[src/design/conv_defines.svh]
`ifndef CONV_DEFINES_SVH
`define CONV_DEFINES_SVH

// ========================================
// data widths
// ========================================

// signed pixel, weight and bias word
`define DWIDTH 16
// accumulator, wide enough for a full window over many maps
`define AWIDTH 40
// layer shape fields
`define LWIDTH 8

// ========================================
// memory address widths
// ========================================

`define IMGSIZE 12
`define NETSIZE 10
// partial sums, one entry per feature position
`define OUTSIZE 8

// weight register file, filters up to 3x3
`define WNUM 9
`define WIDX 4

`endif

[src/design/conv_pkg.sv]
`include "conv_defines.svh"

package conv_pkg;

  // ========================================
  // control states
  // ========================================

  // layer sequencer
  typedef enum logic [1:0] {
    S_WAIT    = 2'd0,
    S_NETWORK = 2'd1,
    S_INPUT   = 2'd2,
    S_OUTPUT  = 2'd3
  } layer_state_t;

  // which parameter the net memory word goes to
  typedef enum logic {
    S_W_WEIGHT = 1'b0,
    S_W_BIAS   = 1'b1
  } weight_phase_t;

  // ========================================
  // arithmetic types
  // ========================================

  typedef logic signed [`DWIDTH-1:0] data_t;
  typedef logic signed [`AWIDTH-1:0] acc_t;

endpackage

[src/design/output_writer.sv]
`include "conv_defines.svh"

module output_writer
  import conv_pkg::*;
(
  input  logic                clk,
  input  logic                xrst,
  input  logic                out_req,
  input  logic [`IMGSIZE-1:0] out_offset,
  input  logic [`LWIDTH-1:0]  fea_size,
  input  logic [`LWIDTH-1:0]  out_count,
  input  logic                host_we,
  input  logic [`IMGSIZE-1:0] host_waddr,
  input  data_t               host_wdata,
  input  logic                ack,
  output logic [`OUTSIZE-1:0] psum_raddr,
  output logic                out_end,
  output logic                img_we,
  output logic [`IMGSIZE-1:0] img_waddr,
  output data_t               img_wdata,
  input  acc_t                psum_rdata
);

  localparam acc_t SAT_MAX = acc_t'(2**(`DWIDTH-1) - 1);
  localparam acc_t SAT_MIN = -acc_t'(2**(`DWIDTH-1));

  layer_state_t          mode;
  logic [2*`LWIDTH-1:0]  n_pos;
  logic                  rd_last;
  logic                  wr_valid;
  logic [`OUTSIZE-1:0]   wr_pos;
  logic [`IMGSIZE-1:0]   out_offset_r;
  logic [`IMGSIZE-1:0]   base;
  data_t                 sat;

  assign n_pos   = fea_size * fea_size;
  assign rd_last = psum_raddr == n_pos[`OUTSIZE-1:0] - 1'b1;

  always_ff @(posedge clk) begin
    if (!xrst) begin
      mode       <= S_WAIT;
      psum_raddr <= '0;
      wr_valid   <= 1'b0;
      out_end    <= 1'b0;
    end else begin
      wr_valid <= mode == S_OUTPUT;
      out_end  <= mode == S_OUTPUT && rd_last;
      if (out_req) begin
        mode       <= S_OUTPUT;
        psum_raddr <= '0;
      end else if (mode == S_OUTPUT) begin
        if (rd_last) mode <= S_WAIT;
        psum_raddr <= psum_raddr + 1'b1;
      end
    end
  end

  // offset held from the idle period, map base fixed per output map
  always_ff @(posedge clk) begin
    if (ack) out_offset_r <= out_offset;
    if (out_req) base <= out_offset_r + `IMGSIZE'(out_count) * `IMGSIZE'(n_pos);
    wr_pos <= psum_raddr;
  end

  // clip to the 16-bit range
  assign sat = psum_rdata > SAT_MAX ? data_t'(SAT_MAX)
             : psum_rdata < SAT_MIN ? data_t'(SAT_MIN)
             : data_t'(psum_rdata);

  // host owns the write port while idle
  assign img_we    = ack ? host_we : wr_valid;
  assign img_waddr = ack ? host_waddr : base + `IMGSIZE'(wr_pos);
  assign img_wdata = ack ? host_wdata : sat;

endmodule

[config.mk]
export PLATFORM = sky130hd
export DESIGN_NAME = output_writer
export DESIGN_NICKNAME = d
export VERILOG_FILES = /design/src/design/conv_pkg.sv /design/src/design/output_writer.sv
export VERILOG_INCLUDE_DIRS = /design/src /design/src/design
export SDC_FILE = /design/constraint.sdc
export NUM_CORES = 1
export LEC_CHECK = 0
export ABC_AREA = 1
export BUFFER_PORTS_ARGS = -buffer_cell sky130_fd_sc_hd__buf_2
export CAP_MARGIN = 20
export CORE_MARGIN = 2
export CORE_UTILIZATION = 40
export CTS_BUF_LIST = sky130_fd_sc_hd__clkbuf_4 sky130_fd_sc_hd__clkbuf_8 sky130_fd_sc_hd__clkbuf_16
export DETAILED_ROUTE_END_ITERATION = 10
export GPL_ROUTABILITY_DRIVEN = 0
export GPL_TIMING_DRIVEN = 0
export SYNTH_ARGS = -nofsm -noshare
export SYNTH_HDL_FRONTEND = slang
export SYNTH_SLANG_ARGS = --single-unit
[constraint.sdc]
create_clock -name clk -period 11.8 [get_ports clk]
set_input_delay 2.95 -clock clk [delete_from_list [all_inputs] [get_ports clk]]
set_output_delay 2.95 -clock clk [all_outputs]
set_load 0.005 [all_outputs]
# --- Yosys cells after proc, flatten, opt, wreduce, memory -nomap -nowiden ---
# Cells that the tools add are included.
totals:
  regBits: 44
  latch_bits: 0
  ramBits: 0
  mem_bits_ro: 0
  input_bits: 101
  out_inout_bits: 38
  word_cells: 31
  n_memories: 0
op_classes:
  n_addsub: 4
  n_mul: 2
  n_div: 0
  magnitude_cmp: 2
  eq_ne: 2
  shift: 0
  mux: 8
  bitwise_logic: 1
  n_reduce_logical: 5
op_table:
  columns: ["operator", "n"]
  rows:
  - ["16-bit 2-to-1 mux", 3]
  - ["40-bit by 16-bit > comparator with 1-bit output (second input constant)", 1]
  - ["40-bit by 16-bit < comparator with 1-bit output (second input constant)", 1]
  - ["12-bit adder", 1]
  - ["12-bit by 8-bit adder with 12-bit output", 1]
  - ["8-bit by 12-bit multiplier with 12-bit output", 1]
  - ["8-bit by 8-bit multiplier with 12-bit output", 1]
  - ["12-bit 2-to-1 mux", 1]
  - ["8-bit by 1-bit adder with 8-bit output (second input constant)", 1]
  - ["8-bit == test", 1]
  - ["8-bit by 1-bit subtractor with 8-bit output (second input constant)", 1]
  - ["2-bit 2-to-1 mux", 3]
  - ["2-bit nonzero test", 2]
  - ["2-bit == test (second input constant)", 1]
  - ["2-bit AND reduction", 1]
  - ["2-bit OR reduction", 1]
  - ["1-bit logical AND", 1]
  - ["1-bit 2-to-1 mux", 1]
  - ["1-bit inverter", 1]

# --- Logic depth before layout (Yosys ltp) ---
depth:
  depth_word: 6
  mapped_depth: 41
  ltp_nobuf: 39

# --- Least setup slack after synthesis ---
# No wires, ideal clock.
synth_path:
  kind: "input to register"
  startpoint: "in fea_size[0]"
  endpoint: "reg base[11] (data pin)"
  t_arrival_ns: 9.485
  path_slack_ns: 2.062
  stages: 37
  cell_sequence: "buf_2 buf_1 nand2_1 inv_1 fa_1 inv_1 fa_1 fa_1 fa_1 inv_1 ha_1 nand2_1 inv_1 a21oi_1 nand3_1 nand2_1 nand2_1 fa_1 inv_1 fa_1 fa_1 inv_1 fa_1 inv_1 ha_1 nand2_1 nor2_1 a211oi_1 nand2_1 inv_1 nand3_1 nand2_1 inv_1 nand2_1 nand2_1 nand2_1 nand2_1"
synth_via:
  elab_chain_cells: 3
synth_lines:
  columns: ["item", "line", "source"]
  rows:
  - ["start, declared", "output_writer.sv:10", "input logic [`LWIDTH-1:0] fea_size,"]
  - ["8-bit by 8-bit multiplier with 12-bit output", "output_writer.sv:36", "assign n_pos = fea_size * fea_size;"]
  - ["8-bit by 12-bit multiplier with 12-bit output (no line)", null, null]
  - ["12-bit adder", "output_writer.sv:61", "if (out_req) base <= out_offset_r + `IMGSIZE'(out_count) * `IMGSIZE'(n_pos);"]
  - ["end signal, assigned", "output_writer.sv:61", null]
  - ["end, declared", "output_writer.sv:33", "logic [`IMGSIZE-1:0] base;"]
# Every way passes these cells.
# A chain may end at the register's enable or synchronous reset.

# --- Worst setup path after layout ---
layout_path:
  startpoint: "in fea_size[1]"
  endpoint: "reg base[11] (data pin)"
# The elaborated chain is that of the path after synthesis.

==> summary.md <==
| Metric | Value |
|---|---|
| Crit. path cell count | 38 |
| Total Nets Final | 1173 |
| CTS Sinks | 43 |
| Cell area reported after detailed placement | 6830 µm² |
| Initial DRT Pass Iterations | 5 |
| Number of setup violations in the final report | 0 |
| Initial antenna violation count | 0 |
| Kind of start point of the critical path | primary input |
| Worst Clk Skew | 0.0120 ns |
| Cell depth of the worst min-delay path | 0 |
| Final hold violation count | 0 |
| Peak supply drop | 0.294 mV |
| Pre-CTS setup slack | 1.10 ns |
| Least-Margin Pin Slew | 0.585 ns |
| Synthesized flop and latch total | 43 |
| Cell Area, Synth | 5920 µm² |
| Buffer count from post-CTS setup fixing | 0 |
| Top-level port count | 139 |
| # fillers | 1508 |
| Crit path max-delay cell type | sky130_fd_sc_hd__fa_1 |
| Port bufs | 136 |
| Wire length after detailed routing | 13.9 mm |
| Number of DRC violations after detailed routing | 0 |
| Buf+Inv Stages, Crit Path | 10 |
| CORE AREA | 14500 µm² |
| Detailed-route vias per instance | 4.67 |
| Period utilisation layout | 87.6% |
| Quantity of hold-fixing buffers added after cts | 0 |
| Global route total overflow | 0 |
| Crit path required time | 11.81 ns |
| DIE HEIGHT | 126 µm |
| Via count of the first global-routing pass | 5398 |
| Critical path data arrival time | 10.35 ns |
| Remaining number of nets flagged by the antenna check after routing | 0 |
| Routed vias | 5326 |
| Result of the run | completed |
| Later-pin clock latency in the skew report | 0.30 ns |
| Aggregate negative setup slack | 0 ns |
| Final worst-path setup slack | 1.46 ns |
| Avg Cell Area, Syn | 7.29 µm² |
| Path type of the worst min-delay path | reg -> reg |
| DRC marker count from the first detailed-route iteration | 246 |
| Synthesized instance count | 812 |
| RSZ-0062 raised after global routing | false |
| Area added between synthesis and finish | 17.8% |
| CTS clock-pin slew for the worst setup and hold paths | 0.07 ns |
| Setup slack of the most critical reg-to-reg path | 7.34 ns |
| Wire length of the first global-routing pass | 24.5 mm |
| Min Clock Period, post-route | 10.34 ns |
| Clock root buffer master | sky130_fd_sc_hd__clkbuf_16 |
| Most common cell after layout, fill and taps aside | sky130_fd_sc_hd__inv_1 |
| Crit path top cell by count | sky130_fd_sc_hd__nand2_1 |
| Final standard cell utilization of the core | 48.2% |
| Combined area of the multi-input logic cells | 3960 µm² |
| Maximum buffer depth of the clock tree | 2 |
| Kind of cell with the highest combined delay on the critical path | adder cells |
| Register area share after synthesis | 18.6% |
| Detail-routed net length per standard cell | 12.2 µm |
| Critical path fanouts, max | 10 |
| HPWL after detailed placement | 11.7 mm |
| Post-synthesis net count | 1030 |
| CP endpoint kind | register |
| CP max stage delay | 0.54 ns |
| Max-cap violations | 0 |
| Share of cells above drive strength 1 | 16.3% |
| H-tree level count | 2 |
| Initial Util | 40.9% |
| # diodes | 0 |
| Worst reg-to-reg path cell count | 20 |
| Worst-case hold slack | 0.405 ns |
| Area enclosed by the die boundary | 15800 µm² |
| GRT Overall Usage | 18.7% |
| Horizontal extent of the die | 126 µm |
| Synthesis warning total | 0 |
| Type of the setup path with the least slack | in -> reg |
| Flip-flop and latch area | 1100 µm² |
| Max Freq | 96.7 MHz |
| Total power density per cell area | 284 nW/µm² |
| Relative slew margins | 60.5% |
| Clock buffer count from CTS | 5 |
| Leading cell types in the layout, fill and taps excluded | sky130_fd_sc_hd__inv_1 (213), sky130_fd_sc_hd__nand2_1 (194), sky130_fd_sc_hd__buf_2 (138), sky130_fd_sc_hd__fa_1 (61), sky130_fd_sc_hd__ha_1 (56) |
| Netlist cell types | 35 |
| Pin count of the biggest net entering global routing | 17 |
| Number of gates resized after cts | 0 |
| Final Max Tran Viols | 0 |
| LEAKAGE | 4.01 nW |
| CTS tree | built |
| Final design area excluding fillers | 6980 µm² |
| Number of placement rows | 44 |
-- final cells by class --
class / instances / area share [%]
inverters: 215 / 11.6
repair buffers: 136 / 9.75
multi-input cells: 539 / 56.7
clock inverters: 2 / 0.161
clock buffers: 6 / 1.90
well taps: 184 / 3.30
plain buffers: 15 / 0.861
flip-flops and latches: 43 / 15.8
-- worst reg2reg max path: stages (launching register included) --
cell and delay, ns:
sky130_fd_sc_hd__edfxtp_1 0.32, sky130_fd_sc_hd__inv_1 0.06, sky130_fd_sc_hd__fa_1 0.53, sky130_fd_sc_hd__inv_1 0.05, sky130_fd_sc_hd__fa_1 0.50, sky130_fd_sc_hd__inv_1 0.05, sky130_fd_sc_hd__fa_1 0.46, sky130_fd_sc_hd__fa_1 0.54
sky130_fd_sc_hd__inv_1 0.04, sky130_fd_sc_hd__ha_1 0.34, sky130_fd_sc_hd__nand2_1 0.06, sky130_fd_sc_hd__o21ai_0 0.36, sky130_fd_sc_hd__nand4_1 0.15, sky130_fd_sc_hd__nand2_1 0.19, sky130_fd_sc_hd__inv_1 0.06, sky130_fd_sc_hd__nand3_1 0.08
sky130_fd_sc_hd__nand2_1 0.07, sky130_fd_sc_hd__nand3_1 0.10, sky130_fd_sc_hd__nand2_1 0.06, sky130_fd_sc_hd__nand2_1 0.05, sky130_fd_sc_hd__nand2_1 0.11
-- synthesized netlist by cell type --
| library cell | number | share of area (%) |
|---|---|---|
| sky130_fd_sc_hd__a31o_2 | 1 | 0.15 |
| sky130_fd_sc_hd__nand3_2 | 1 | 0.17 |
| sky130_fd_sc_hd__a21o_1 | 2 | 0.25 |
| sky130_fd_sc_hd__a211oi_1 | 1 | 0.13 |
| sky130_fd_sc_hd__or2_1 | 1 | 0.11 |
| sky130_fd_sc_hd__nand4_1 | 15 | 1.6 |
| sky130_fd_sc_hd__buf_1 | 1 | 0.063 |
| sky130_fd_sc_hd__fa_1 | 61 | 21 |
| sky130_fd_sc_hd__nor4_1 | 8 | 0.84 |
| sky130_fd_sc_hd__dfxtp_1 | 19 | 6.4 |
| sky130_fd_sc_hd__clkbuf_1 | 11 | 0.70 |
| sky130_fd_sc_hd__o21ai_1 | 2 | 0.17 |
| sky130_fd_sc_hd__edfxtp_1 | 24 | 12 |
| sky130_fd_sc_hd__ha_1 | 56 | 12 |
| sky130_fd_sc_hd__a21boi_1 | 1 | 0.13 |
| sky130_fd_sc_hd__a21oi_1 | 28 | 2.4 |
| sky130_fd_sc_hd__nand3_1 | 33 | 2.8 |
| sky130_fd_sc_hd__nor3_1 | 4 | 0.34 |
| sky130_fd_sc_hd__nor2_1 | 45 | 2.9 |
| sky130_fd_sc_hd__nand2_2 | 3 | 0.32 |
| sky130_fd_sc_hd__o22a_1 | 15 | 2.2 |
| sky130_fd_sc_hd__clkbuf_2 | 1 | 0.084 |
| sky130_fd_sc_hd__nor2_2 | 3 | 0.32 |
| sky130_fd_sc_hd__inv_1 | 213 | 13 |
| sky130_fd_sc_hd__inv_2 | 1 | 0.063 |
| sky130_fd_sc_hd__a41oi_1 | 1 | 0.15 |
| sky130_fd_sc_hd__o21ai_0 | 35 | 3.0 |
| sky130_fd_sc_hd__a22o_1 | 1 | 0.15 |
| sky130_fd_sc_hd__clkinv_1 | 1 | 0.063 |
| sky130_fd_sc_hd__xnor2_1 | 12 | 1.8 |
| sky130_fd_sc_hd__xor2_1 | 12 | 1.8 |
| sky130_fd_sc_hd__nand3b_1 | 3 | 0.38 |
| sky130_fd_sc_hd__buf_2 | 2 | 0.17 |
| sky130_fd_sc_hd__o21bai_1 | 1 | 0.13 |
| sky130_fd_sc_hd__nand2_1 | 194 | 12 |
-- flip-flops by register name, indices dropped and copies added, names as in the netlist --
name / cells
base: 12
mode: 1
out_end: 1
out_offset_r: 12
psum_raddr: 8
wr_pos: 8
wr_valid: 1
-- worst paths after layout --
check                                           startpoint            endpoint
worst max-delay path                           fea_size[1]  base[11]$_DFFE_PP_
worst min-delay path            psum_raddr[6]$_SDFFE_PP0P_   wr_pos[6]$_DFF_P_
worst max register to register   out_offset_r[6]$_DFFE_PP_  base[11]$_DFFE_PP_
worst min register to register  psum_raddr[6]$_SDFFE_PP0P_   wr_pos[6]$_DFF_P_
-- cells by family after synthesis --
group           after synthesis  share of synthesized area [%]
flops                        43                           18.6
simple gates                310                           22.0
compound gates               88                           8.79
buf+inv                     230                           14.6
fa+ha+maj                   117                           32.4
xor+xnor                     24                           3.55
-- report_power, final --
part / switching [mW] / leakage (nW) / internal (mW)
Clock: 0.0633 / 0.0746 / 0.0808
Sequential: 0.0103 / 0.389 / 0.240
Combinational: 0.962 / 3.55 / 0.624
-- layer usage --
metal  wire length [µm]  GRT usage (%)
met1               6220           24.0
met2               6650           33.2
met3                779           3.19
met4                207           3.86
met5                  0              0
-- per-stage QoR --
stage | power, mW | instances
6_report | 1.98 | 1140
5_1_grt | 2.27 | 1140
4_1_cts | 2.01 | 1140
3_5_place_dp | 1.85 | 1132
3_3_place_gp | 1.82 | 1132
2_1_floorplan | 1.47 | 812
(Power assumes the default switching activity.)
