--- config.mk ---
export PLATFORM = sky130hd
export DESIGN_NAME = layer_ctrl
export DESIGN_NICKNAME = d
export VERILOG_FILES = /design/src/design/conv_pkg.sv /design/src/design/layer_ctrl.sv
export VERILOG_INCLUDE_DIRS = /design/src /design/src/design
export SDC_FILE = /design/constraint.sdc
export NUM_CORES = 1
export LEC_CHECK = 0
export BUFFER_PORTS_ARGS = -buffer_cell sky130_fd_sc_hd__buf_2
export CAP_MARGIN = 30
export CORE_ASPECT_RATIO = 0.7
export CORE_MARGIN = 2
export CORE_UTILIZATION = 36
export CTS_BUF_LIST = sky130_fd_sc_hd__clkbuf_4
export CTS_CLUSTER_SIZE = 30
export DETAILED_ROUTE_END_ITERATION = 8
export GPL_TIMING_DRIVEN = 1
export PLACE_DENSITY = 0.63
export SLEW_MARGIN = 20
export SYNTH_ARGS = -nofsm -noshare
export SYNTH_HDL_FRONTEND = slang
export SYNTH_SLANG_ARGS = --single-unit
--- constraint.sdc ---
create_clock -name clk -period 4.7 [get_ports clk]
set_input_delay 0.47 -clock clk [delete_from_list [all_inputs] [get_ports clk]]
set_output_delay 0.47 -clock clk [all_outputs]
set_load 0.02 [all_outputs]
--- src/design/conv_defines.svh ---
`ifndef CONV_DEFINES_SVH
`define CONV_DEFINES_SVH

// ========================================
// data widths
// ========================================

// signed pixel, weight and bias word
`define DWIDTH 16
// accumulator, wide enough for a full window over many maps
`define AWIDTH 40
// layer shape fields
`define LWIDTH 8

// ========================================
// memory address widths
// ========================================

`define IMGSIZE 12
`define NETSIZE 10
// partial sums, one entry per feature position
`define OUTSIZE 8

// weight register file, filters up to 3x3
`define WNUM 9
`define WIDX 4

`endif

--- src/design/conv_pkg.sv ---
`include "conv_defines.svh"

package conv_pkg;

  // ========================================
  // control states
  // ========================================

  // layer sequencer
  typedef enum logic [1:0] {
    S_WAIT    = 2'd0,
    S_NETWORK = 2'd1,
    S_INPUT   = 2'd2,
    S_OUTPUT  = 2'd3
  } layer_state_t;

  // which parameter the net memory word goes to
  typedef enum logic {
    S_W_WEIGHT = 1'b0,
    S_W_BIAS   = 1'b1
  } weight_phase_t;

  // ========================================
  // arithmetic types
  // ========================================

  typedef logic signed [`DWIDTH-1:0] data_t;
  typedef logic signed [`AWIDTH-1:0] acc_t;

endpackage

--- src/design/layer_ctrl.sv ---
`include "conv_defines.svh"

module layer_ctrl
  import conv_pkg::*;
(
  input  logic                clk,
  input  logic                xrst,
  input  logic                req,
  input  logic [`LWIDTH-1:0]  total_in,
  input  logic [`LWIDTH-1:0]  total_out,
  input  logic [`LWIDTH-1:0]  img_size,
  input  logic [`LWIDTH-1:0]  conv_size,
  input  logic [`LWIDTH-1:0]  conv_pad,
  input  logic [`NETSIZE-1:0] net_offset,
  output logic                ack,
  output layer_state_t        core_state,
  output logic [`LWIDTH-1:0]  w_img_size,
  output logic [`LWIDTH-1:0]  w_conv_size,
  output logic [`LWIDTH-1:0]  w_conv_pad,
  output logic [`LWIDTH-1:0]  w_fea_size,
  output logic [`NETSIZE-1:0] net_raddr,
  output logic                wreg_we,
  output logic                breg_we,
  output logic [`WIDX-1:0]    weight_idx,
  output logic                first_input,
  output logic                last_input,
  output logic                scan_req,
  output logic                out_req,
  output logic [`LWIDTH-1:0]  in_count,
  output logic [`LWIDTH-1:0]  out_count,
  input  logic                scan_end,
  input  logic                out_end
);

  layer_state_t        state;
  weight_phase_t       wphase;
  logic                req_d;
  logic                req_edge;
  logic                last_in;
  logic                last_out;
  logic                weight_end;
  logic                bias_end;
  logic                network_end;
  logic [`LWIDTH-1:0]  total_in_r;
  logic [`LWIDTH-1:0]  total_out_r;
  logic [`WIDX-1:0]    n_taps;
  logic [`WIDX-1:0]    widx;

  // ========================================
  // layer sequencer
  // ========================================

  assign req_edge   = req && !req_d;
  assign last_in    = in_count == total_in_r - 1'b1;
  assign last_out   = out_count == total_out_r - 1'b1;
  assign core_state = state;

  always_ff @(posedge clk) begin
    if (!xrst) begin
      req_d <= 1'b0;
    end else begin
      req_d <= req;
    end
  end

  // main FSM, inputs inside outputs
  always_ff @(posedge clk) begin
    if (!xrst) begin
      state     <= S_WAIT;
      in_count  <= '0;
      out_count <= '0;
    end else begin
      case (state)
        S_WAIT:
          if (req_edge) state <= S_NETWORK;
        S_NETWORK:
          if (network_end) state <= S_INPUT;
        S_INPUT:
          if (scan_end) begin
            if (last_in) begin
              state    <= S_OUTPUT;
              in_count <= '0;
            end else begin
              state    <= S_NETWORK;
              in_count <= in_count + 1'b1;
            end
          end
        S_OUTPUT:
          if (out_end) begin
            if (last_out) begin
              state     <= S_WAIT;
              out_count <= '0;
            end else begin
              state     <= S_NETWORK;
              out_count <= out_count + 1'b1;
            end
          end
        default:
          state <= S_WAIT;
      endcase
    end
  end

  always_ff @(posedge clk) begin
    if (!xrst) begin
      ack <= 1'b1;
    end else if (state == S_WAIT && req_edge) begin
      ack <= 1'b0;
    end else if (state == S_OUTPUT && out_end && last_out) begin
      ack <= 1'b1;
    end
  end

  // shape is taken on the starting edge only
  always_ff @(posedge clk) begin
    if (!xrst) begin
      total_in_r  <= '0;
      total_out_r <= '0;
      w_img_size  <= '0;
      w_conv_size <= '0;
      w_conv_pad  <= '0;
      w_fea_size  <= '0;
    end else if (state == S_WAIT && req_edge) begin
      total_in_r  <= total_in;
      total_out_r <= total_out;
      w_img_size  <= img_size;
      w_conv_size <= conv_size;
      w_conv_pad  <= conv_pad;
      w_fea_size  <= img_size + (conv_pad << 1) - conv_size + 1'b1;
    end
  end

  always_ff @(posedge clk) begin
    if (!xrst) begin
      first_input <= 1'b0;
      last_input  <= 1'b0;
    end else begin
      first_input <= state == S_INPUT && in_count == '0;
      last_input  <= state == S_INPUT && last_in;
    end
  end

  // ========================================
  // weight loader
  // ========================================

  assign n_taps      = `WIDX'(w_conv_size * w_conv_size);
  assign weight_end  = state == S_NETWORK && wphase == S_W_WEIGHT && widx == n_taps - 1'b1;
  assign bias_end    = state == S_NETWORK && wphase == S_W_BIAS;
  // bias follows the weights of the last input map only
  assign network_end = last_in ? bias_end : weight_end;

  always_ff @(posedge clk) begin
    if (!xrst) begin
      wphase <= S_W_WEIGHT;
    end else begin
      case (wphase)
        S_W_WEIGHT:
          if (weight_end && last_in) wphase <= S_W_BIAS;
        S_W_BIAS:
          if (bias_end) wphase <= S_W_WEIGHT;
        default:
          wphase <= S_W_WEIGHT;
      endcase
    end
  end

  always_ff @(posedge clk) begin
    if (!xrst) begin
      widx <= '0;
    end else if (state == S_NETWORK && wphase == S_W_WEIGHT && !weight_end) begin
      widx <= widx + 1'b1;
    end else begin
      widx <= '0;
    end
  end

  // net address keeps running, so maps and bias sit back to back
  always_ff @(posedge clk) begin
    if (!xrst) begin
      net_raddr <= '0;
    end else if (state == S_WAIT && req_edge) begin
      net_raddr <= net_offset;
    end else if (state == S_NETWORK) begin
      net_raddr <= net_raddr + 1'b1;
    end
  end

  // write strobes land with the RAM read data
  always_ff @(posedge clk) begin
    if (!xrst) begin
      wreg_we    <= 1'b0;
      breg_we    <= 1'b0;
      weight_idx <= '0;
      scan_req   <= 1'b0;
      out_req    <= 1'b0;
    end else begin
      wreg_we    <= state == S_NETWORK && wphase == S_W_WEIGHT;
      breg_we    <= state == S_NETWORK && wphase == S_W_BIAS;
      weight_idx <= widx;
      scan_req   <= network_end;
      out_req    <= state == S_INPUT && scan_end && last_in;
    end
  end

endmodule

# Yosys cells after proc, flatten, opt, wreduce, memory -nomap -nowiden
# Index checks and enable logic that the tools add are counted.
# Widths: inputs -> output; s select.
dict set report op_classes {
  addsub 10
  multipliers 1
  n_eq_ne 10
  n_mux 17
  bitwise_logic 1
  reduce_logical 23
}
# cell count
set op_table {}
lappend op_table {{$add 8x1->8 const B} 3}
lappend op_table {{$mux 10} 2}
lappend op_table {{$eq 8x8->1} 2}
lappend op_table {{$mux 8} 2}
lappend op_table {{$sub 8x1->8 const B} 2}
lappend op_table {{$logic_and 1x1->1} 13}
lappend op_table {{$add 10x1->10 const B} 1}
lappend op_table {{$mux 2} 5}
lappend op_table {{$add 8x8->8} 1}
lappend op_table {{$logic_not 8->1} 1}
lappend op_table {{$mul 8x8->4} 1}
lappend op_table {{$ne 2x2->1 const B} 4}
lappend op_table {{$pmux 2 s4} 1}
lappend op_table {{$sub 8x8->8} 1}
lappend op_table {{$mux 1} 6}
lappend op_table {{$reduce_and 2->1} 3}
lappend op_table {{$add 4x1->4 const B} 1}
lappend op_table {{$eq 2x2->1 const B} 2}
lappend op_table {{$eq 4x4->1} 1}
lappend op_table {{$reduce_and 4->1} 1}
lappend op_table {{$reduce_bool 2->1} 2}
lappend op_table {{$sub 4x1->4 const B} 1}
lappend op_table {{$eq 2x1->1 const B} 1}
lappend op_table {{$logic_not 1->1} 2}
lappend op_table {{other kinds (3)} 3}
dict set report totals {
  reg_bits 93
  input_bits 55
  wordCells 83
}

# Logic depth before layout (Yosys ltp)
dict set report depth {
  depth_word 7
  depth_mapped 11
}

# Least setup slack after synthesis
# OpenSTA, ideal clock, no wires.
dict set report synth_timing {
  path_type {input port to flip-flop}
  startpoint {input port img_size[2]}
  endpoint {register w_fea_size[5]}
  setup_ps 62
  t_arrival_ps 2384
  slack_ps 2254
  path_stages 10
  n_path_buf 0
  cell_sequence {inv_1 fa_1 inv_1 ha_1 o21a_1 o21ai_0 nand2b_1 a21oi_1 or4b_2 nand3_1}
}
dict set report synth_between {
  elab_chain_cells 3
}
# element line_no
set synth_lines {}
lappend synth_lines {{start, declared} layer_ctrl.sv:11} ;# input logic [`LWIDTH-1:0] img_size,
lappend synth_lines {{$add 8x8->8} layer_ctrl.sv:129} ;# w_fea_size <= img_size + (conv_pad << 1) - conv_size + 1'b1;
lappend synth_lines {{$sub 8x8->8} layer_ctrl.sv:129}
lappend synth_lines {{$add 8x1->8} layer_ctrl.sv:129}
lappend synth_lines {{end signal, assigned} layer_ctrl.sv:129}
lappend synth_lines {{end, declared} layer_ctrl.sv:20} ;# output logic [`LWIDTH-1:0] w_fea_size,
# Every way passes these cells.
# A chain may end at the register's enable or synchronous reset.

# Worst setup path in the final report
dict set report layout_timing {
  startpoint {register state[0], in the netlist core_state[0]}
  endpoint {register w_fea_size[5]}
}
dict set report layout_between {
  elab_chain_cells 2
}
# element line_no
set layout_lines {}
lappend layout_lines {{start, declared} layer_ctrl.sv:35} ;# layer_state_t state;
lappend layout_lines {{start signal, assigned} layer_ctrl.sv:69} ;# state <= S_WAIT;
lappend layout_lines {{start signal, assigned} layer_ctrl.sv:75} ;# if (req_edge) state <= S_NETWORK;
lappend layout_lines {{start signal, assigned} layer_ctrl.sv:77} ;# if (network_end) state <= S_INPUT;
lappend layout_lines {{$logic_not 2->1} layer_ctrl.sv:123} ;# end else if (state == S_WAIT && req_edge) begin
lappend layout_lines {{$logic_and 1x1->1} layer_ctrl.sv:123}
# Every way passes these cells.

==> out/metrics.yaml <==
clocking:
  cts_buffers: 9
  cts_resized: 0
  path_clk_slew_ps: 150
  cts_num_sinks: 93
  cts_buffer_depth: 2
  hold_buffers: 0
  cts_root_buffer: "clkbuf_4"
  insertion_delay_ps: 450
  cts_tree: "built"
  cts_setup_buffers: 0
  cts_max_level: 3
floorplan:
  initial_core_util_pct: 36.5
  core_area_um2: 13100
  dieArea_um2: 14200
  row_count: 35
  fp.dieH_um: 100
  die_w_um: 142
  io_pins: 126
route:
  routed_wl_mm: 12.2
  drtIter0Drc: 185
  routed_via_density: 4.86
  wl_per_cell_um: 14.4
  vias: 4123
  drc_errors: 0
  firstDrtPassIters: 4
  ant_nets: 0
yosys:
  syn_nets: 643
  syn_area_um2: 4770
  synth_edf_count: 0
  yosysWarnings: 0
  synthTopCellsByArea: "dfxtp_1 39%, nand2_1 9.6%, a21boi_0 8.0%"
  synthArstFlopShare_pct: 0
  syn_avg_cell_area_um2: 8.44
  yosysUniqueCellTypes: 49
  syn_inst: 565
  synth-seq-cells: 93
  ys_seq_area_share_pct: 39.1
  synth_ff_type: "dfxtp_1"
  synth_top_area_share_pct: 39.1
  synth_commonest_cells: "122 x nand2_1, 93 x dfxtp_1, 51 x a21boi_0"
  synth.most_common_cell: "nand2_1"
  yosys.area.top_type: "dfxtp_1"
global_route:
  grt_max_degree: 39
  grtUsageMet3_pct: 6.30
  grt-ovfl-total: 0
  grtUsageMet1_pct: 23.3
  use_met2_pct: 27.9
  top_usage_layer: "met2"
  antenna_found_initial: 1
  grtUsageTotal_pct: 17.6
  first_global_vias: 4006
  grt_pass1_wl_mm: 20.0
worst_setup_path:
  slowest_stage: "or4b_2"
  path_delay_family: "simple AND/OR/NAND/NOR gates"
  worst_ep_arrival_time_ps: 3040
  crit_chain: "or4b_2 -> buf_4 -> or4b_2 -> nand3_1"
  rrSetupSlack_ps: 2070
  r2r_end: "w_fea_size[5]$_SDFFE_PN0P_"
  crit_type: "reg2reg"
  reg2reg_depth: 4
  critPathLaunchType: "flip-flop"
  worst-path-buf-inv: 1
  crit_required_ps: 5100
  cpPeakStageDelay_ps: 1060
  endpoint_kind: "flip-flop"
  cpMostUsedCell: "or4b_2"
  timing.critical_path.from: "core_state[0]$_SDFFE_PN0P_"
  worstPathMaxFanout: 34
  r2r_start: "core_state[0]$_SDFFE_PN0P_"
sta:
  maxSlewHeadroom_pct: 54.1
  max_freq_mhz: 380
  setup_viol: 0
  holdWs_ps: 254
  skew_ps: 11.7
  hold_viol: 0
  finalCritPeriodShare_pct: 56.0
  tightest_slew_ps: 688
  tns_ps: 0
  rsz0062_at_grt: "false"
  slew_violations: 0
  period_needed_ps: 2630
cells_and_area:
  nNetsFinal: 755
  area_growth_pct: 19.4
  layout-drive-gt1-share_pct: 22.7
  diodes: 0
hold_path:
  worstHoldPathCells: 3
  worstHoldEndpoint: "total_in_r[5]$_SDFFE_PN0P_"
  min_from: "total_in[5]"
  hp-class: "in2reg"
power:
  cellPowerDensity_nw_per_um2: 311
  seqPwrFrac_pct: 49.7
  p_sw_mw: 0.548
  clkPwrFrac_pct: 28.0
  switching_share_pct: 31.0
  leakagePower_nw: 2.66
  combPwrFrac_pct: 22.2
  internal_power_mw: 1.22
  ir_drop_v: 0.000169
run_status:
  status: "completed"
run:
  cap_violations: 0
placement:
  gp_congestion: 0.795
  port_buffers: 125
  hpwlAfterDp_mm: 9.29
tightest hold or removal path, stage by stage:
cell and delay [ps]:
buf_2 100, nand2_1 50, a21boi_0 60
per-stage QoR:
stage	instances	worst slack (ps)	instance area, µm²	util, %	power [mW]
after global routing	848	1930	5690	43.6	1.88
after CTS	847	2040	5680	43.5	1.79
after detailed placement	831	2000	5520	42.3	1.29
after global placement	831	2030	5520	42.3	1.28
after floorplan	565	2250	4770	-	1.16
final	848	2070	5690	43.6	1.77
how the worst max path moves through the flow:
stage	end	depth (start not counted)
6_report	w_fea_size[5]$_SDFFE_PN0P_	4
5_1_grt	w_fea_size[5]$_SDFFE_PN0P_	4
4_1_cts	w_fea_size[5]$_SDFFE_PN0P_	4
3_5_place_dp	w_fea_size[5]$_SDFFE_PN0P_	5
3_3_place_gp	w_fea_size[5]$_SDFFE_PN0P_	5
2_1_floorplan	w_fea_size[5]$_SDFFE_PN0P_	10
per-layer routing:
metal  routed length, µm  up-vias
met5                  13        -
met4                 113        2
met3                 933       10
met2                5210      113
met1                5940     1902
li1                    -     2096
cells in the final DEF, fill, tap and decap left out, drive strengths merged, types with 3 or more instances in the layout:
| master | n |
|---|---|
| buf | 130 |
| nand2 | 123 |
| dfxtp | 93 |
| a21boi | 51 |
| inv | 36 |
| xor2 | 27 |
| xnor2 | 25 |
| nor2 | 22 |
| ha | 17 |
| a21oi | 14 |
| nand3 | 14 |
| o21ai | 13 |
| and2 | 12 |
| clkbuf | 10 |
| o211a | 9 |
| and3 | 8 |
| nor3 | 7 |
| nand2b | 6 |
| fa | 6 |
| a21o | 5 |
| nor2b | 5 |
| or3 | 4 |
| nor4 | 4 |
| nor4b | 4 |
| nand4 | 3 |
| o211ai | 3 |
flip-flops by register name, summed over array words and instances (netlist names), 8 cells and up:
signal       flops
net_raddr       10
total_out_r      8
w_conv_pad       8
total_in_r       8
w_fea_size       8
in_count         8
out_count        8
w_img_size       8
w_conv_size      8
logic make-up after synthesis:
logic type,after synthesis,share of synthesized area (%)
compound gates,107,16.4
xor+xnor,52,9.56
fa+ha+maj,23,6.98
buf+inv,65,5.33
flops,93,39.1
mux,1,0.210
simple gates,224,22.5
power by group through the flow:
stage / combinational (mW) / clock, mW / sequential (mW)
after floorplan: 0.236 / 0 / 0.928
after global placement: 0.386 / 0 / 0.895
after detailed placement: 0.394 / 0 / 0.897
after CTS: 0.396 / 0.517 / 0.880
after global routing: 0.445 / 0.545 / 0.887
final: 0.393 / 0.496 / 0.879
area by class of cell:
type	count	area, µm²
fillers	1315	7360
multi-input cells	407	2660
flip-flops and latches	93	1860
repair buffers	130	663
well taps	166	208
inverters	36	135
clock inverters	6	87.6
clock buffers	10	75.1
No activity file was read; power rests on OpenSTA's default activity.
