## src/design/conv_defines.svh

```systemverilog
`ifndef CONV_DEFINES_SVH
`define CONV_DEFINES_SVH

// ========================================
// data widths
// ========================================

// signed pixel, weight and bias word
`define DWIDTH 16
// accumulator, wide enough for a full window over many maps
`define AWIDTH 40
// layer shape fields
`define LWIDTH 8

// ========================================
// memory address widths
// ========================================

`define IMGSIZE 12
`define NETSIZE 10
// partial sums, one entry per feature position
`define OUTSIZE 8

// weight register file, filters up to 3x3
`define WNUM 9
`define WIDX 4

`endif

```

## src/design/conv_pkg.sv

```systemverilog
`include "conv_defines.svh"

package conv_pkg;

  // ========================================
  // control states
  // ========================================

  // layer sequencer
  typedef enum logic [1:0] {
    S_WAIT    = 2'd0,
    S_NETWORK = 2'd1,
    S_INPUT   = 2'd2,
    S_OUTPUT  = 2'd3
  } layer_state_t;

  // which parameter the net memory word goes to
  typedef enum logic {
    S_W_WEIGHT = 1'b0,
    S_W_BIAS   = 1'b1
  } weight_phase_t;

  // ========================================
  // arithmetic types
  // ========================================

  typedef logic signed [`DWIDTH-1:0] data_t;
  typedef logic signed [`AWIDTH-1:0] acc_t;

endpackage

```

## src/design/pix_bus_if.sv

```systemverilog
`include "conv_defines.svh"

interface pix_bus_if
  import conv_pkg::*;
();

  // one pixel per cycle, no back-pressure
  logic  start;
  logic  valid;
  logic  stop;
  data_t pix;

  modport master (
    output start, valid, stop, pix
  );

  modport slave (
    input start, valid, stop, pix
  );

endinterface

```

## src/design/window_scan.sv

```systemverilog
`include "conv_defines.svh"

module window_scan
  import conv_pkg::*;
(
  input  logic                clk,
  input  logic                xrst,
  input  logic                scan_req,
  input  logic [`LWIDTH-1:0]  img_size,
  input  logic [`LWIDTH-1:0]  conv_size,
  input  logic [`LWIDTH-1:0]  conv_pad,
  input  logic [`LWIDTH-1:0]  fea_size,
  input  logic [`IMGSIZE-1:0] in_offset,
  input  logic [`LWIDTH-1:0]  in_count,
  output logic                scan_end,
  output logic [`IMGSIZE-1:0] img_raddr,
  input  data_t               img_rdata,
  input  logic [`IMGSIZE-1:0] host_raddr,
  pix_bus_if.master           pix
);

  logic                      busy;
  logic [`LWIDTH-1:0]        fx;
  logic [`LWIDTH-1:0]        fy;
  logic [`LWIDTH-1:0]        wx;
  logic [`LWIDTH-1:0]        wy;
  logic signed [`LWIDTH+1:0] row;
  logic signed [`LWIDTH+1:0] col;
  logic                      is_pad;
  logic                      win_last;
  logic                      map_last;
  logic [`IMGSIZE-1:0]       base;
  logic                      valid_d;
  logic                      start_d;
  logic                      stop_d;
  logic                      pad_d;
  logic                      last_d;

  // position in the unpadded image, negative inside the border
  assign row = $signed({2'b00, fy}) + $signed({2'b00, wy}) - $signed({2'b00, conv_pad});
  assign col = $signed({2'b00, fx}) + $signed({2'b00, wx}) - $signed({2'b00, conv_pad});

  assign is_pad = row < 0 || col < 0
               || row >= $signed({2'b00, img_size})
               || col >= $signed({2'b00, img_size});

  assign win_last = wx == conv_size - 1'b1 && wy == conv_size - 1'b1;
  assign map_last = fx == fea_size - 1'b1 && fy == fea_size - 1'b1;

  // host reads results through the same port while idle
  assign img_raddr = busy
                   ? base + `IMGSIZE'(row[`LWIDTH-1:0]) * `IMGSIZE'(img_size)
                          + `IMGSIZE'(col[`LWIDTH-1:0])
                   : host_raddr;

  always_ff @(posedge clk) begin
    if (scan_req) begin
      base <= in_offset + `IMGSIZE'(in_count) * `IMGSIZE'(img_size) * `IMGSIZE'(img_size);
    end
  end

  // ========================================
  // position counters
  // ========================================

  always_ff @(posedge clk) begin
    if (!xrst) begin
      busy <= 1'b0;
      fx   <= '0;
      fy   <= '0;
      wx   <= '0;
      wy   <= '0;
    end else if (scan_req) begin
      busy <= 1'b1;
      fx   <= '0;
      fy   <= '0;
      wx   <= '0;
      wy   <= '0;
    end else if (busy) begin
      if (wx == conv_size - 1'b1) begin
        wx <= '0;
        if (wy == conv_size - 1'b1) begin
          wy <= '0;
          if (fx == fea_size - 1'b1) begin
            fx <= '0;
            if (fy == fea_size - 1'b1) begin
              fy   <= '0;
              busy <= 1'b0;
            end else begin
              fy <= fy + 1'b1;
            end
          end else begin
            fx <= fx + 1'b1;
          end
        end else begin
          wy <= wy + 1'b1;
        end
      end else begin
        wx <= wx + 1'b1;
      end
    end
  end

  // ========================================
  // pixel stream
  // ========================================

  // strobes delayed to match the RAM read latency
  always_ff @(posedge clk) begin
    if (!xrst) begin
      valid_d  <= 1'b0;
      start_d  <= 1'b0;
      stop_d   <= 1'b0;
      pad_d    <= 1'b0;
      last_d   <= 1'b0;
      scan_end <= 1'b0;
    end else begin
      valid_d  <= busy;
      start_d  <= busy && wx == '0 && wy == '0;
      stop_d   <= busy && win_last;
      pad_d    <= is_pad;
      last_d   <= busy && win_last && map_last;
      // lines up with the last partial-sum write
      scan_end <= last_d;
    end
  end

  assign pix.start = start_d;
  assign pix.valid = valid_d;
  assign pix.stop  = stop_d;
  assign pix.pix   = pad_d ? '0 : img_rdata;

endmodule

```

## src/flat_wrapper.sv

```systemverilog
// flat-port wrapper written by rule: the top's interface ports become plain ports
module window_scan_flat import conv_pkg::*;
  (clk, xrst, scan_req, img_size, conv_size, conv_pad, fea_size, in_offset, in_count, scan_end, img_raddr, img_rdata, host_raddr, pix_start, pix_valid, pix_stop, pix_pix);
  pix_bus_if pix_i ();
  input  logic clk;
  input  logic xrst;
  input  logic scan_req;
  input  logic [`LWIDTH-1:0] img_size;
  input  logic [`LWIDTH-1:0] conv_size;
  input  logic [`LWIDTH-1:0] conv_pad;
  input  logic [`LWIDTH-1:0] fea_size;
  input  logic [`IMGSIZE-1:0] in_offset;
  input  logic [`LWIDTH-1:0] in_count;
  output logic scan_end;
  output logic [`IMGSIZE-1:0] img_raddr;
  input  data_t img_rdata;
  input  logic [`IMGSIZE-1:0] host_raddr;
  output wire logic [$bits(pix_i.start)-1:0] pix_start;
  output wire logic [$bits(pix_i.valid)-1:0] pix_valid;
  output wire logic [$bits(pix_i.stop)-1:0] pix_stop;
  output wire logic [$bits(pix_i.pix)-1:0] pix_pix;
  assign pix_start = pix_i.start;
  assign pix_valid = pix_i.valid;
  assign pix_stop = pix_i.stop;
  assign pix_pix = pix_i.pix;
  window_scan u_core (.clk(clk), .xrst(xrst), .scan_req(scan_req), .img_size(img_size), .conv_size(conv_size), .conv_pad(conv_pad), .fea_size(fea_size), .in_offset(in_offset), .in_count(in_count), .scan_end(scan_end), .img_raddr(img_raddr), .img_rdata(img_rdata), .host_raddr(host_raddr), .pix(pix_i));
endmodule
```

## config.mk

```make
export PLATFORM = sky130hd
export DESIGN_NAME = window_scan_flat
export DESIGN_NICKNAME = d
export VERILOG_FILES = /design/src/design/conv_pkg.sv /design/src/design/pix_bus_if.sv /design/src/design/window_scan.sv /design/src/flat_wrapper.sv
export VERILOG_INCLUDE_DIRS = /design/src /design/src/design
export SDC_FILE = /design/constraint.sdc
export NUM_CORES = 1
export LEC_CHECK = 0
export BUFFER_PORTS_ARGS = -buffer_cell sky130_fd_sc_hd__buf_2
export CORE_MARGIN = 2
export CORE_UTILIZATION = 43
export DETAILED_ROUTE_END_ITERATION = 8
export GPL_ROUTABILITY_DRIVEN = 0
export PLACE_DENSITY_LB_ADDON = 0.3
export REMOVE_ABC_BUFFERS = 1
export SYNTH_ARGS = -nofsm -noshare
export SYNTH_HDL_FRONTEND = slang
export SYNTH_SLANG_ARGS = --single-unit
```

## constraint.sdc

```tcl
create_clock -name clk -period 22.1 [get_ports clk]
set_input_delay 1.105 -clock clk [delete_from_list [all_inputs] [get_ports clk]]
set_output_delay 1.105 -clock clk [all_outputs]
set_load 0.01 [all_outputs]
```

[Word level (Yosys, flattened, before mapping)]
Cells that the tools add are included.
Cells by class
  $add $sub $neg: 13
  $mul: 3
  order comparisons: 4
  equal/unequal tests: 4
  multiplexer cells: 12
  bitwise logic cells: 1
  reduce and logical (&&, ||, !) cells: 15
Operators with widths (count)
  8-bit by 1-bit adder with 8-bit output (second input constant): 4
  8-bit equality test: 4
  8-bit two-way mux: 4
  12-bit adder: 2
  8-bit by 8-bit multiplier with 12-bit output: 2
  10-bit by 9-bit greater-or-equal comparator with 1-bit output: 2
  10-bit by 1-bit < comparator with 1-bit output (second input constant): 2
  9-bit by 8-bit subtractor with 10-bit output: 2
  8-bit by 8-bit adder with 9-bit output: 2
  8-bit logical NOT: 2
  16-bit two-way mux: 1
  8-bit by 1-bit subtractor with 8-bit output (second input constant): 2
  12-bit by 8-bit adder with 12-bit output: 1
  12-bit by 8-bit multiplier with 12-bit output: 1
  12-bit two-way mux: 1
  1-bit logical AND: 6
  1-bit two-way mux: 6
  4-bit AND reduction: 1
  1-bit logical OR: 3
  3-bit AND reduction: 1
  2-bit AND reduction: 1
  2-bit OR reduction: 1
  1-bit inverter: 1
Word-level totals
  register bits: 51
  input bits: 83
  word-level logic and storage cells: 64

[Depth between registers and ports, before layout]
Gate-level depths: netlist (run 1).
  word-level depth: 8
  gate-level depth with buffers: 30

[Worst setup path before layout (run 1)]
OpenSTA, ideal clock, no wires.
  path type: in2reg
  start point: in img_size[4]
  end point: reg u_core.base[11] (data pin)
  arrival time: 8.169 ns
  data required time: 21.832 ns
  path slack: 13.663 ns
  stages: 30
  buffers on the path: 2
  cell sequence: clkbuf_1 -> clkbuf_1 -> nand2_1 -> fa_1 -> inv_1 -> fa_1 -> inv_1 -> fa_1 -> fa_1 -> inv_1 -> ha_1 -> or2_2 -> o221a_2 -> o21ai_0 -> nor2b_1 -> xnor2_1 -> nand2_1 -> fa_1 -> inv_1 -> fa_1 -> fa_1 -> inv_1 -> fa_1 -> inv_1 -> ha_1 -> or2_2 -> a21oi_1 -> a21oi_1 -> xnor2_1 -> xnor3_1
Between the ends
  cells in the longest elaborated chain, start to end: 3
RTL lines
  start: declaration: RTL line flat_wrapper.sv:8  | input logic [`LWIDTH-1:0] img_size;
  8-bit by 8-bit multiplier with 12-bit output (no line)
  12-bit by 8-bit multiplier with 12-bit output (no line) *
  12-bit adder *: RTL line window_scan.sv:58  | base <= in_offset + `IMGSIZE'(in_count) * `IMGSIZE'(img_size) * `IMGSIZE'(img_size);
  end signal: assignment: RTL line window_scan.sv:58
  end: declaration: RTL line window_scan.sv:32  | logic [`IMGSIZE-1:0] base;
Every way passes the cells marked *; elsewhere a longest branch is shown, timed or not.
A chain may end at the register's enable or synchronous reset.

[Worst setup path after layout (run 1)]
  start point: in conv_pad[1]
  end point: out img_raddr[11]
Between the ends
  cells in the longest elaborated chain, start to end: 5
RTL lines
  start: declaration: RTL line flat_wrapper.sv:10  | input logic [`LWIDTH-1:0] conv_pad;
  9-bit by 8-bit subtractor with 10-bit output: RTL line window_scan.sv:40  | assign row = $signed({2'b00, fy}) + $signed({2'b00, wy}) - $signed({2'b00, conv_pad});
  8-bit by 8-bit multiplier with 12-bit output (no line)
  12-bit adder: RTL line window_scan.sv:52  | ? base + `IMGSIZE'(row[`LWIDTH-1:0]) * `IMGSIZE'(img_size)
  12-bit by 8-bit adder with 12-bit output *: RTL line window_scan.sv:52
  12-bit two-way mux *: RTL line window_scan.sv:51  | assign img_raddr = busy
  end: declaration: RTL line flat_wrapper.sv:15  | output logic [`IMGSIZE-1:0] img_raddr;
Marked as above.

==> results.toml, run 1 <==
[run_status]
status = "complete, no violations"

[pwr]
p_leak_nw = 5.81
powerDensity_mw_per_mm2 = 183
vdd_drop_max_mv = 0.234

[placed_design]
place_ws_ns = 12.80
placed_cells = 1657
place_area_mm2 = 0.0116
port_buffers = 114
dp_hpwl_mm = 20.8

[finish]
fin_cells = 1665
nets = 1686
drive_gt1_frac = 0.122
stdcell_area_mm2 = 0.0118
synthToLayoutAreaGrowth_pct = 9.39
nFillCells = 2362
num_antenna_cells = 0

[clock_tree]
cts_root_buffer = "clkbuf_16"
clkTransAtPathRegs_ns = 0.08
clock-sinks = 51
cts_tree = "yes"
cts_buffers = 5
cts_hold_buf = 0
cts.repair.resized = 0
clock_latency_ns = 0.31
cts_setup_buffers = 0
cts_max_path_buffers = 2
htreeDepth = 2

[logic_synthesis]
synth_seq_cells = 51
synth_edf_count = 12
synth_top_area_cell = "fa_1"
yosysSeqAreaShare = 0.106
netlist_top_cells_count = "inv_1 (282), fa_1 (139), ha_1 (124), nand2_1 (121), xnor2_1 (98)"
syn_avg_cell_area_um2 = 8.63
ys_types = 72
netlist_instances = 1246
synth-async-reset-ratio = 0
synthesis.area_mm2 = 0.0108
synth_ff_type = "dfxtp_1"
yosysMostFrequentCell = "inv_1"
synth_area_leaders = "fa_1 (26%), ha_1 (14%), inv_1 (9.8%)"
ys_warn_count = 0
synth_top_area_frac = 0.259

[drt]
drt_wl_total_mm = 25.5
ant_nets = 0
drt_iter0_drc = 473
vias = 8365
first_pass_iters = 4
drc = 0
via_per_inst = 5.02
avgRoutedWirePerCell_um = 15.3

[timing]
maxClockFrequency_ghz = 0.106
setup_viol = 0
drv_slew = 0
fin_crit_sh = 0.426
rsz0062_at_grt = "false"
tightest_slew_ns = 0.903
tns_ns = 0
fin_ws_ns = 12.69
timing.final.crit_period_ns = 9.41
hold_viol = 0
maxSlewHeadroom = 0.398
hold_slack_ns = 0.439
worst_clock_skew_ns = 0.00892

[critical_path]
crit_arrival_ns = 8.31
startpoint_type = "primary input"
crit_fanout = 7
worstPathRequired_ns = 21.00
crit_path_end_kind = "output pin"
worstSetupPathType = "primary input to output pin"

[floorplan]
initial_core_util = 0.440
die_area_mm2 = 0.0263
rows = 57
fp.dieH_um = 162
coreArea_mm2 = 0.0245
io_pins = 115
fp.dieW_um = 162

[global_routing]
grt_pass1_wl_mm = 42.5
grt_usage = 0.204
grt_pass1_vias = 8621
antenna_found_initial = 0
grt_start_max_net_pins = 35
gr-total-overflow = 0

[flow_run]
max-cap-violations = 0

[worst_hold_path]
min_path_type = "flip-flop to flip-flop"
==> worst max-delay path, cell delays in order <==
cell     delay (ns)
buf_2          0.13
fa_1           0.57
inv_1          0.05
ha_1           0.27
a21oi_1        0.07
o21ai_0        0.38
o21ai_0        0.20
nor2b_1        0.18
xnor2_1        0.60
nand2_1        0.17
fa_1           0.56
inv_1          0.05
fa_1           0.49
inv_1          0.05
fa_1           0.47
inv_1          0.05
fa_1           0.52
inv_1          0.05
fa_1           0.52
inv_1          0.04
ha_1           0.33
o21a_1         0.14
o41ai_1        0.42
o21ai_0        0.26
xnor2_1        0.34
a21oi_1        0.11
buf_2          0.15
==> worst paths after layout <==
path              depth (start not counted)         endpoint          start  slack, ns
hold reg to reg                           1  u_core.scan_end  u_core.last_d       0.44
hold / removal                            1  u_core.scan_end  u_core.last_d       0.44
setup / recovery                         27    img_raddr[11]    conv_pad[1]      12.69
setup reg to reg                         15     u_core.pad_d   u_core.wy[2]      17.72
==> registers in the layout, indices dropped and copies added (netlist names) <==
signal / flops
u_core.base: 12
u_core.fx: 8
u_core.fy: 8
u_core.wx: 8
u_core.wy: 8
u_core.busy: 1
u_core.last_d: 1
u_core.pad_d: 1
u_core.pix.start: 1
u_core.pix.stop: 1
u_core.pix.valid: 1
u_core.scan_end: 1
==> area by class of cell <==
type                    count  area (um^2)  share of cell area
clock buffers               5          125              0.0106
clock inverters             3         26.3             0.00223
inverters                 283         1060              0.0903
multi-input cells         882         8410               0.715
flip-flops and latches     51         1140              0.0970
well taps                 324          405              0.0344
repair buffers            117          593              0.0504
==> through the flow <==
step	power [mW]	utilization
after detailed placement	2.07	0.475
final	2.15	0.481
after global routing	2.45	0.481
after global placement	2.04	0.475
after CTS	2.17	0.481
after floorplan	1.71	-
==> logic make-up after synthesis <==
kind of cell             share of synthesized area
flip-flops                                   0.106
adder cells (fa/ha/maj)                      0.403
buffers and inverters                        0.112
multiplexers                                0.0122
XOR/XNOR                                     0.117
AO/OA/AOI/OAI                               0.0552
AND/OR/NAND/NOR                              0.195
==> report_power, final <==
part,internal [mW],switching [mW]
Combinational,0.936,0.959
Clock,0.0434,0.0441
Sequential,0.164,0.00384
Total,1.14,1.01
==> layer usage <==
layer	track usage	part of all wire	wire length, um
met5	0	0	0
met4	0.0362	0.0081	207
met3	0.0230	0.050	1270
met2	0.350	0.47	12100
met1	0.282	0.47	11900
==> cells in the final DEF (no fill, tap or decap), types with 7 or more instances in the layout <==
cell type | Yosys | routed
nand2b_1 | 10 | 10
nand4_1 | 9 | 9
nor2b_1 | 30 | 30
and3_1 | 7 | 7
xor2_1 | 15 | 15
inv_1 | 282 | 282
xnor3_1 | 12 | 12
mux2_2 | 9 | 9
edfxtp_1 | 12 | 12
xnor2_1 | 98 | 98
buf_2 | 1 | 114
fa_1 | 139 | 139
ha_1 | 124 | 124
nor2_1 | 72 | 72
a21oi_1 | 32 | 32
a21o_1 | 7 | 7
nand3_1 | 10 | 10
nor3_1 | 22 | 22
nand2_1 | 121 | 121
and2_1 | 57 | 57
o21ai_0 | 19 | 19
dfxtp_1 | 39 | 39
Power figures use the tool's default switching activity.
==> inputs of run 2 (changes only) <==
clock period = 8.74 ns   (was 22.1 ns; I/O delays follow)
==> run 2 against run 1 <==
  * Clock-buffer cell count unchanged
  * Register-to-register slack worse by 13 ns
  * Sequential power rose to 2.5 times the previous value
  * First-iteration DRC count down 36%
  * Routed wire length down 2.6%
  * Power rose to 2.5 times the previous value
  * Sequential cell count unchanged
  * Critical path depth up 1
  * Non-clock buffer count up 6
==> results.toml, run 2 (synthesized netlist as in run 1, its figures left out) <==
[run_status]
status = "complete, no violations"

[timing]
tightest_slew_ns = 0.876
timing.final.crit_period_ns = 8.12
hold_viol = 0
tns_ns = 0
fin_ws_ns = 0.618
drv_slew = 0
fin_crit_sh = 0.929
setup_viol = 0
maxSlewHeadroom = 0.416
worst_clock_skew_ns = 0.00594
maxClockFrequency_ghz = 0.123
rsz0062_at_grt = "false"

[flow_run]
max-cap-violations = 0

[clock_tree]
clock-sinks = 51
cts_max_path_buffers = 2
cts_root_buffer = "clkbuf_16"
cts_tree = "yes"
clock_latency_ns = 0.31
htreeDepth = 2
cts_buffers = 5
clkTransAtPathRegs_ns = 0.08

[finish]
drive_gt1_frac = 0.127
largest_reg_flops = 12
final_cell_mix = "inv_1 (282), fa_1 (139), ha_1 (124), nand2_1 (121), buf_2 (114)"
final_core_util = 0.483
nFillCells = 2386
fin_cells = 1671
nets = 1692
regMostFlops = "u_core.base"
num_antenna_cells = 0
synthToLayoutAreaGrowth_pct = 9.87
layout_commonest_cell = "inv_1"
stdcell_area_mm2 = 0.0118

[drt]
drt_iter0_drc = 303
drt_wl_total_mm = 24.8
via_per_inst = 4.99
vias = 8333
avgRoutedWirePerCell_um = 14.8
ant_nets = 0
drc = 0
first_pass_iters = 5

[critical_path]
critPathTopFamily = "adder cells"
crit_slowest_cell = "fa_1"
reg2reg_to = "u_core.pad_d"
crit_arrival_ns = 7.69
reg2regPathDepth = 13
worstSetupPathType = "flip-flop to output pin"
critical-path-max-stage-delay_ns = 0.55
r2r-start = "u_core.wy[3]"
crit_path_frequent_cell = "inv_1"
crit_path_end_kind = "output pin"
crit_cells = 28
crit_fanout = 7
startpoint_type = "flip-flop"
worstPathRequired_ns = 8.30
reg2reg_slack_ns = 4.86
critPathBufInv = 9

[global_routing]
grt_pass1_vias = 8685
antenna_found_initial = 0
grt_start_max_net_pins = 31
grt_usage = 0.200
grt_pass1_wl_mm = 42.1
gr-total-overflow = 0

[pwr]
netSwitchingFraction = 0.469
intPower_mw = 2.91
p_leak_nw = 5.85
p_seq_frac = 0.078
clock_power_share = 0.040
vdd_drop_max_mv = 0.606
switchingPower_mw = 2.57
power_frac_comb = 0.883
powerDensity_mw_per_mm2 = 464

[placed_design]
dp_hpwl_mm = 20.6
place_ws_ns = 0.612
place_area_mm2 = 0.0117
port_buffers = 114
placed_cells = 1663

[worst_hold_path]
holdPathEnd = "u_core.base[0]"
hold_depth = 2
min_path_type = "primary input to flip-flop"
worstHoldStart = "in_offset[0]"

[floorplan]
fp.dieW_um = 162
die_area_mm2 = 0.0263
fp.dieH_um = 162
initial_core_util = 0.440
io_pins = 115
rows = 57
coreArea_mm2 = 0.0245
-- run 2: how the worst max path moves through the flow --
stage | start | to | slack (ns)
2_1_floorplan | in_count[3] | u_core.base[11] | 1.45
3_3_place_gp | img_size[2] | u_core.base[11] | 0.77
3_5_place_dp | img_size[2] | u_core.base[11] | 0.61
4_1_cts | u_core.wy[3] | img_raddr[11] | 0.45
5_1_grt | u_core.wy[3] | img_raddr[11] | 0.13
6_report | u_core.wy[3] | img_raddr[11] | 0.62
-- run 2: worst register-to-register path: stages (launching register included) --
cell     delay [ns]
dfxtp_1        0.46
inv_1          0.18
fa_1           0.53
inv_1          0.04
ha_1           0.35
nand2_1        0.06
o21ai_0        0.36
o21ai_0        0.18
a211o_1        0.35
xnor2_2        0.35
ha_1           0.30
o21ai_0        0.08
o22ai_1        0.09
o41a_1         0.42
-- run 2: what timing repair did --
| action | in CTS | in global routing |
|---|---|---|
| setup endpoints to repair | 0 | 1 |
| hold buffers | 0 | 0 |
| resized for setup | 0 | 1 |
| setup buffers | 0 | 0 |
-- run 2: final cells by class --
cell class                      instances  area, um^2  area share
Clock buffer                            5         125      0.0106
Clock inverter                          3        26.3     0.00222
Inverter                              283        1060      0.0899
Multi-Input combinational cell        882        8420       0.713
Sequential cell                        51        1140      0.0965
Tap cell                              324         405      0.0343
Timing Repair Buffer                  123         638      0.0540
-- run 2: routing by layer --
metal,share of wire,global-route usage,vias up
met5,0,0,-
met4,0.011,0.0374,0
met3,0.051,0.0243,21
met2,0.47,0.346,190
met1,0.46,0.271,4077
li1,-,-,4045
-- run 2: power by group through the flow --
stage | registers [mW] | clock network, mW | logic [mW]
final | 0.426 | 0.218 | 4.84
after floorplan | 0.431 | 0 | 3.89
after global routing | 0.429 | 0.229 | 5.55
after detailed placement | 0.432 | 0 | 4.86
after CTS | 0.426 | 0.223 | 4.90
after global placement | 0.431 | 0 | 4.73
-- run 2: stage by stage --
stage / hold slack [ns] / total power, mW
finish: 0.450 / 5.48
global route: 0.453 / 6.21
CTS: 0.451 / 5.55
detailed placement: 0.443 / 5.29
global placement: 0.414 / 5.16
floorplan: 0.412 / 4.32
